==> src/common/param_defs.sv <==
/* Shared widths, ALU, branch and load/store operation codes,
   and the packed structs passed between pipeline stages. */
`default_nettype none

package param_defs;

  localparam int DataWidth = 32;

  typedef logic [DataWidth-1:0] reg_data_t;
  typedef logic [4:0]           reg_addr_t;

  typedef enum logic [3:0] {
    ALU_ADD, ALU_SUB, ALU_SLL, ALU_SLT, ALU_SLTU, ALU_XOR,
    ALU_SRL, ALU_SRA, ALU_OR, ALU_AND, ALU_PASSB
  } alu_op_t;

  typedef enum logic [2:0] {
    BR_BEQ, BR_BNE, BR_BLT, BR_BGE, BR_BLTU, BR_BGEU, BR_BEQZ, BR_BNEZ
  } br_op_t;

  // Five loads do not fit below the top bit, so LHU shares it with the stores.
  typedef enum logic [2:0] {
    LSU_LB  = 3'b000,
    LSU_LH  = 3'b001,
    LSU_LW  = 3'b010,
    LSU_LBU = 3'b011,
    LSU_LHU = 3'b100,
    LSU_SB  = 3'b101,
    LSU_SH  = 3'b110,
    LSU_SW  = 3'b111
  } lsu_op_t;

  typedef struct packed {
    reg_data_t pc;
    reg_data_t imm;
    reg_addr_t rs1_addr;
    reg_addr_t rs2_addr;
    reg_addr_t rd_addr;
    logic      use_pc;     // Operand a is the pc instead of rs1.
    logic      use_imm;    // Operand b is the immediate instead of rs2.
    alu_op_t   alu_op;
    logic      br;
    br_op_t    br_op;
    logic      br_taken;   // Static prediction from the decoder.
    logic      compressed;
    logic      lsu;
    lsu_op_t   lsu_op;
    logic      rd_en;
  } p_id_ex_t;

  typedef struct packed {
    reg_data_t alu_res;
    reg_data_t store_data;
    reg_addr_t rd_addr;
    logic      rd_en;
    logic      lsu;
    lsu_op_t   lsu_op;
    logic      br;
    logic      br_taken;
    logic      compressed;
  } p_ex_mem_t;

  typedef struct packed {
    logic      en;
    reg_addr_t addr;
    reg_data_t data;
  } wb_t;

endpackage : param_defs

`default_nettype wire

==> src/verilog/reg_file.sv <==
/* Register file with 31 writable registers, two combinational
   read ports and one write port; x0 always reads as zero. */
`timescale 1ns/1ps
`default_nettype none

module reg_file (
  input  logic                  clk,
  input  logic                  rst_n,
  input  param_defs::reg_addr_t rs1_addr,
  input  param_defs::reg_addr_t rs2_addr,
  output param_defs::reg_data_t rs1_data,
  output param_defs::reg_data_t rs2_data,
  input  param_defs::wb_t       wb
);
  import param_defs::*;

  reg_data_t regs [31:1];

  assign rs1_data = (rs1_addr == '0) ? '0 : regs[rs1_addr];
  assign rs2_data = (rs2_addr == '0) ? '0 : regs[rs2_addr];

  always_ff @(posedge clk or negedge rst_n) begin
    if (!rst_n) begin
      for (int i = 1; i < 32; i++) begin
        regs[i] <= '0;
      end
    end else if (wb.en && wb.addr != '0) begin
      regs[wb.addr] <= wb.data;   // Writes to x0 are dropped.
    end
  end

endmodule : reg_file

`default_nettype wire

==> config.mk <==
export PLATFORM = sky130hd
export DESIGN_NAME = reg_file
export DESIGN_NICKNAME = d
export VERILOG_FILES = /design/src/common/param_defs.sv /design/src/verilog/reg_file.sv
export SDC_FILE = /design/constraint.sdc
export NUM_CORES = 2
export LEC_CHECK = 0
export BUFFER_PORTS_ARGS = -buffer_cell sky130_fd_sc_hd__buf_2
export CORE_ASPECT_RATIO = 1.5
export CORE_MARGIN = 1
export CORE_UTILIZATION = 25
export DETAILED_ROUTE_END_ITERATION = 8
export PLACE_DENSITY_LB_ADDON = 0.08
export SYNTH_ARGS = -nofsm -noshare
export SYNTH_HDL_FRONTEND = slang
export SYNTH_SLANG_ARGS = --single-unit
==> constraint.sdc <==
create_clock -name clk -period 2 [get_ports clk]
set_clock_uncertainty 0.05 [all_clocks]
set_input_delay 0.1 -clock clk [delete_from_list [all_inputs] [get_ports clk]]
set_output_delay 0.1 -clock clk [all_outputs]
set_load 0.01 [all_outputs]
==> results.md <==
- Status: complete, but fails checks
- Failing checks: setup timing
- Port Buf Inserts: 113
- CP max FO: 2
- Asr flop ratio synth: 100.0%
- Crit start category: flip-flop
- CP Cell Sequence: buf_4 -> mux4_2 -> a22o_1 -> a31oi_4 -> nor3_2 -> buf_4
- Critical Path Stages: 6
- Worst setup path category: flip-flop to output pin
- Crit path top cell by count: buf_4
- FF-to-FF End: regs[427]
- Crit path buf inv count: 2
- Share of the synthesized area in the top cell type: 46.31%
- Final setup TNS: -32960 ps
- Post-Syn Instances: around 4100
- Worst setup EP type: output pin
- Max-cap violations: 0
- Initial antenna violation count: 15
- GRT Residual Overflow: 0
- Detailed-route via count: 37835
- Register bit total from synthesis: 992
- Post-Route WL: 237300 µm
- Pre-CTS WS: -1024 ps
- Fmax: 0.3819 GHz
- Max FFs per register: 992
- H-tree levels: 3
- Worst setup endpoint: rs1_data[29]
- TritonCTS clock tree: done
- Yosys cell types: 40
- Filler Cells Inserted: about 21000
- P_sw: between 15000 and 20000 µW
- Clk root buf: clkbuf_16
- Worst endpoint data arrival time: 2470 ps
- Worst reg-to-reg path cell count: 3
- Critical path's largest stage delay: ~440 ps
- DR WL/cell: around 32 µm
- Multi-input logic area: 28510 µm²
- Pin slew with the least headroom to its limit: ~840 ps
- Vias in the first global route: 41030
- Clock Pin Slew Worst Setup and Hold Paths: 60 ps
- Worst min-delay path category: input pin to flip-flop
- Setup WS post-layout: -618.5 ps
- Regs by FF count: regs (992)
- Global-route wire length before repair: 336100 µm
- DR pass1 iterations: 5
- Clk_lat worst skew: 750 ps
- Ys Warns: 0
- Origin of the critical flop-to-flop path: regs[427]
- Maximum vdd ir drop: roughly 0.00068 V
- Largest Register: regs
- DIE WIDTH: 380.1 µm
- Clk sink count: 992
- Layout cells sized above 1: 50.77%
- CTS buffer count: 117
- Core Area: 212600 µm²
- Layout area overhead: 27.93%
- Clock power frac: 34.6%
- P per Cell Area: 937.7 nW/µm²
- Row count: just over 200
- Final HPWL from detailed placement: between 150000 and 200000 µm
- Synth Area per Inst: 13.23 µm²
- Starting Density: 25.21%
- RSZ-0062 raised after global routing: true
- DRT iter0 DRCs: about 1800
- I/O Pins: 114
- Via density: 5.102
- Tmin final: 2618 ps
- Final Cycle Share: 130.9%
- DRT antenna net count: 0
- Synthesized netlist net count: 4102
- Overall Global Routing Usage: 21.82%
- EDFF count, synth: 0
- Max-Slew Margin vs Limit: 43.92%
- Final hold vios: 0
- Most common flop cell mapped by yosys: dfrtp_1
- CTS Buffer Depth: 3
- Routability cong.: 0.7851
- FF-to-FF setup slack: roughly 960 ps
- Critical path data required time: about 1900 ps
- Register Area: 24820 µm²
- Seq pwr share: 42.1%
- Switching Share: 29.92%
- Largest net degree at the start of global routing: 110
- Total die area: 216300 µm²
- CP delay by family, top: compound AO/OA/AOI/OAI gates
- Most area-hungry cell type in the Yosys netlist: dfrtp_1
- Final Setup Violations: 64
- Residual DRC: 0
- Mapped Area: 53600 µm²
- Crit path max-delay cell type: mux4_2
- Logic pwr share: about a quarter
- Register area share after synthesis: 46.31%
- Synth area leaders: dfrtp_1, mux2_2, mux2i_1, mux4_2, o22ai_1
- DIE HEIGHT: 569.1 µm
- Leakage: 0.03027 µW
- Cell Int Power: 45060 µW
- Final Max Tran Viols: 0
- Layout Nets: about 4500
- CP Launch Point: regs[445]
## power by group through the flow
stage,Combinational (µW),Clock (µW),Sequential [µW]
6_report,15000,22200,27000
5_1_grt,16200,23700,27600
4_1_cts,15100,23000,27000
3_5_place_dp,14000,0,27400
3_3_place_gp,13900,0,27300
2_1_floorplan,8990,0,26300
## worst register-to-register path, delay by kind of cell, from the launching register on
family                 cells  cell delay (ps)
muxes                      1              240
buffers and inverters      2              250
DFF                        1              390
## kinds of logic after synthesis
group | count (synthesis) | share of synthesized area (%)
flops | 992 | 46.31
compound gates | 509 | 6.678
mux | 1826 | 39.58
simple gates | 299 | 3.217
buf+inv | 426 | 4.216
## through the flow
| step | utilization, % | total power (µW) | area, µm² | hold WS, ps | std cells |
|---|---|---|---|---|---|
| 3_3_place_gp | 29.41 | 41180 | 62540 | -45.75 | 7174 |
| 3_5_place_dp | 29.41 | 41410 | 62540 | -49.63 | 7174 |
| 5_1_grt | 32.24 | 67520 | 68560 | 54.69 | 7413 |
| 2_1_floorplan | - | 35280 | 53600 | -245.6 | 4052 |
| 4_1_cts | 32.13 | 65150 | 68320 | 0.6131 | 7407 |
| 6_report | 32.25 | 64300 | 68570 | 50.37 | 7416 |
## layout make-up
type                       instances  area share [%]
multi-input combinational       2634           41.57
tap                             2821           5.147
timing repair buffer             751           11.42
clock inverter                    36          0.6131
clock buffer                     178           5.029
antenna                            4         0.01460
sequential                       992           36.20
## placed cells by master, fill, tap and decap left out, types with 10 or more instances in the layout
| cell type | count |
|---|---|
| a211oi_2 | 15 |
| mux2_2 | 1043 |
| nor3_1 | 121 |
| nand2_4 | 10 |
| buf_2 | 82 |
| clkbuf_16 | 118 |
| clkinv_2 | 22 |
| clkbuf_8 | 27 |
| dlygate4sd3_1 | 32 |
| clkbuf_1 | 33 |
| o22ai_1 | 245 |
| nor2_4 | 16 |
| buf_4 | 423 |
| buf_6 | 38 |
| nor4_4 | 23 |
| a211oi_4 | 17 |
| a21oi_1 | 13 |
| dfrtp_1 | 992 |
| mux4_2 | 129 |
| nor2b_4 | 27 |
| a31oi_4 | 16 |
| a221o_1 | 63 |
| nor3_2 | 15 |
| buf_12 | 171 |
| mux2_1 | 10 |
| o22ai_2 | 11 |
| a21oi_2 | 16 |
| a22oi_1 | 54 |
| nor3_4 | 25 |
| mux2i_1 | 637 |
| a22o_1 | 25 |
## cells in the mapped netlist, types with 4 or more instances
library cell and n:
mux2_2 1046, dfrtp_1 992, mux2i_1 641, o22ai_1 256
clkbuf_1 180, nor3_1 161, buf_2 139, mux4_2 129
buf_4 70, a221o_1 63, a22oi_1 63, nor2b_1 37
a211oi_1 32, a21oi_1 32, a22o_1 31, a31oi_1 31
nand2_1 20, buf_6 19, nor4_2 19, nor2_1 14
nor4_1 13, buf_1 11, mux2_1 10, nand2b_1 8
buf_8 4, nand3b_1 4, nor2_2 4, nor3b_1 4
or2_2 4
## how the worst min path moves through the flow
stage | startpoint | to | slack, ps | cells past startpoint
2_1_floorplan | rst_n | regs[0] | -250 | 0
3_3_place_gp | rst_n | regs[419] | -50 | 1
3_5_place_dp | rst_n | regs[419] | -50 | 1
4_1_cts | wb[7] | regs[775] | 0.6 | 2
5_1_grt | wb[6] | regs[902] | 50 | 2
6_report | wb[21] | regs[757] | 50 | 2
## layer usage
metal | GRT usage, % | vias up | routed length [µm]
met1 | 27.31 | 20494 | 101900
met4 | 5.386 | 8 | 5808
met5 | 0 | - | 55
li1 | - | 16346 | -
met2 | 39.54 | 712 | 122800
met3 | 2.504 | 275 | 6704
## timing repair
item,in CTS,in global routing
resized for setup,301,45
endpoints found under the setup margin,64,64
pin swaps,128,38
hold buffers,32,0
endpoints found under the hold margin,1841,0
buffers inserted,45,7
(Power assumes the default switching activity.)
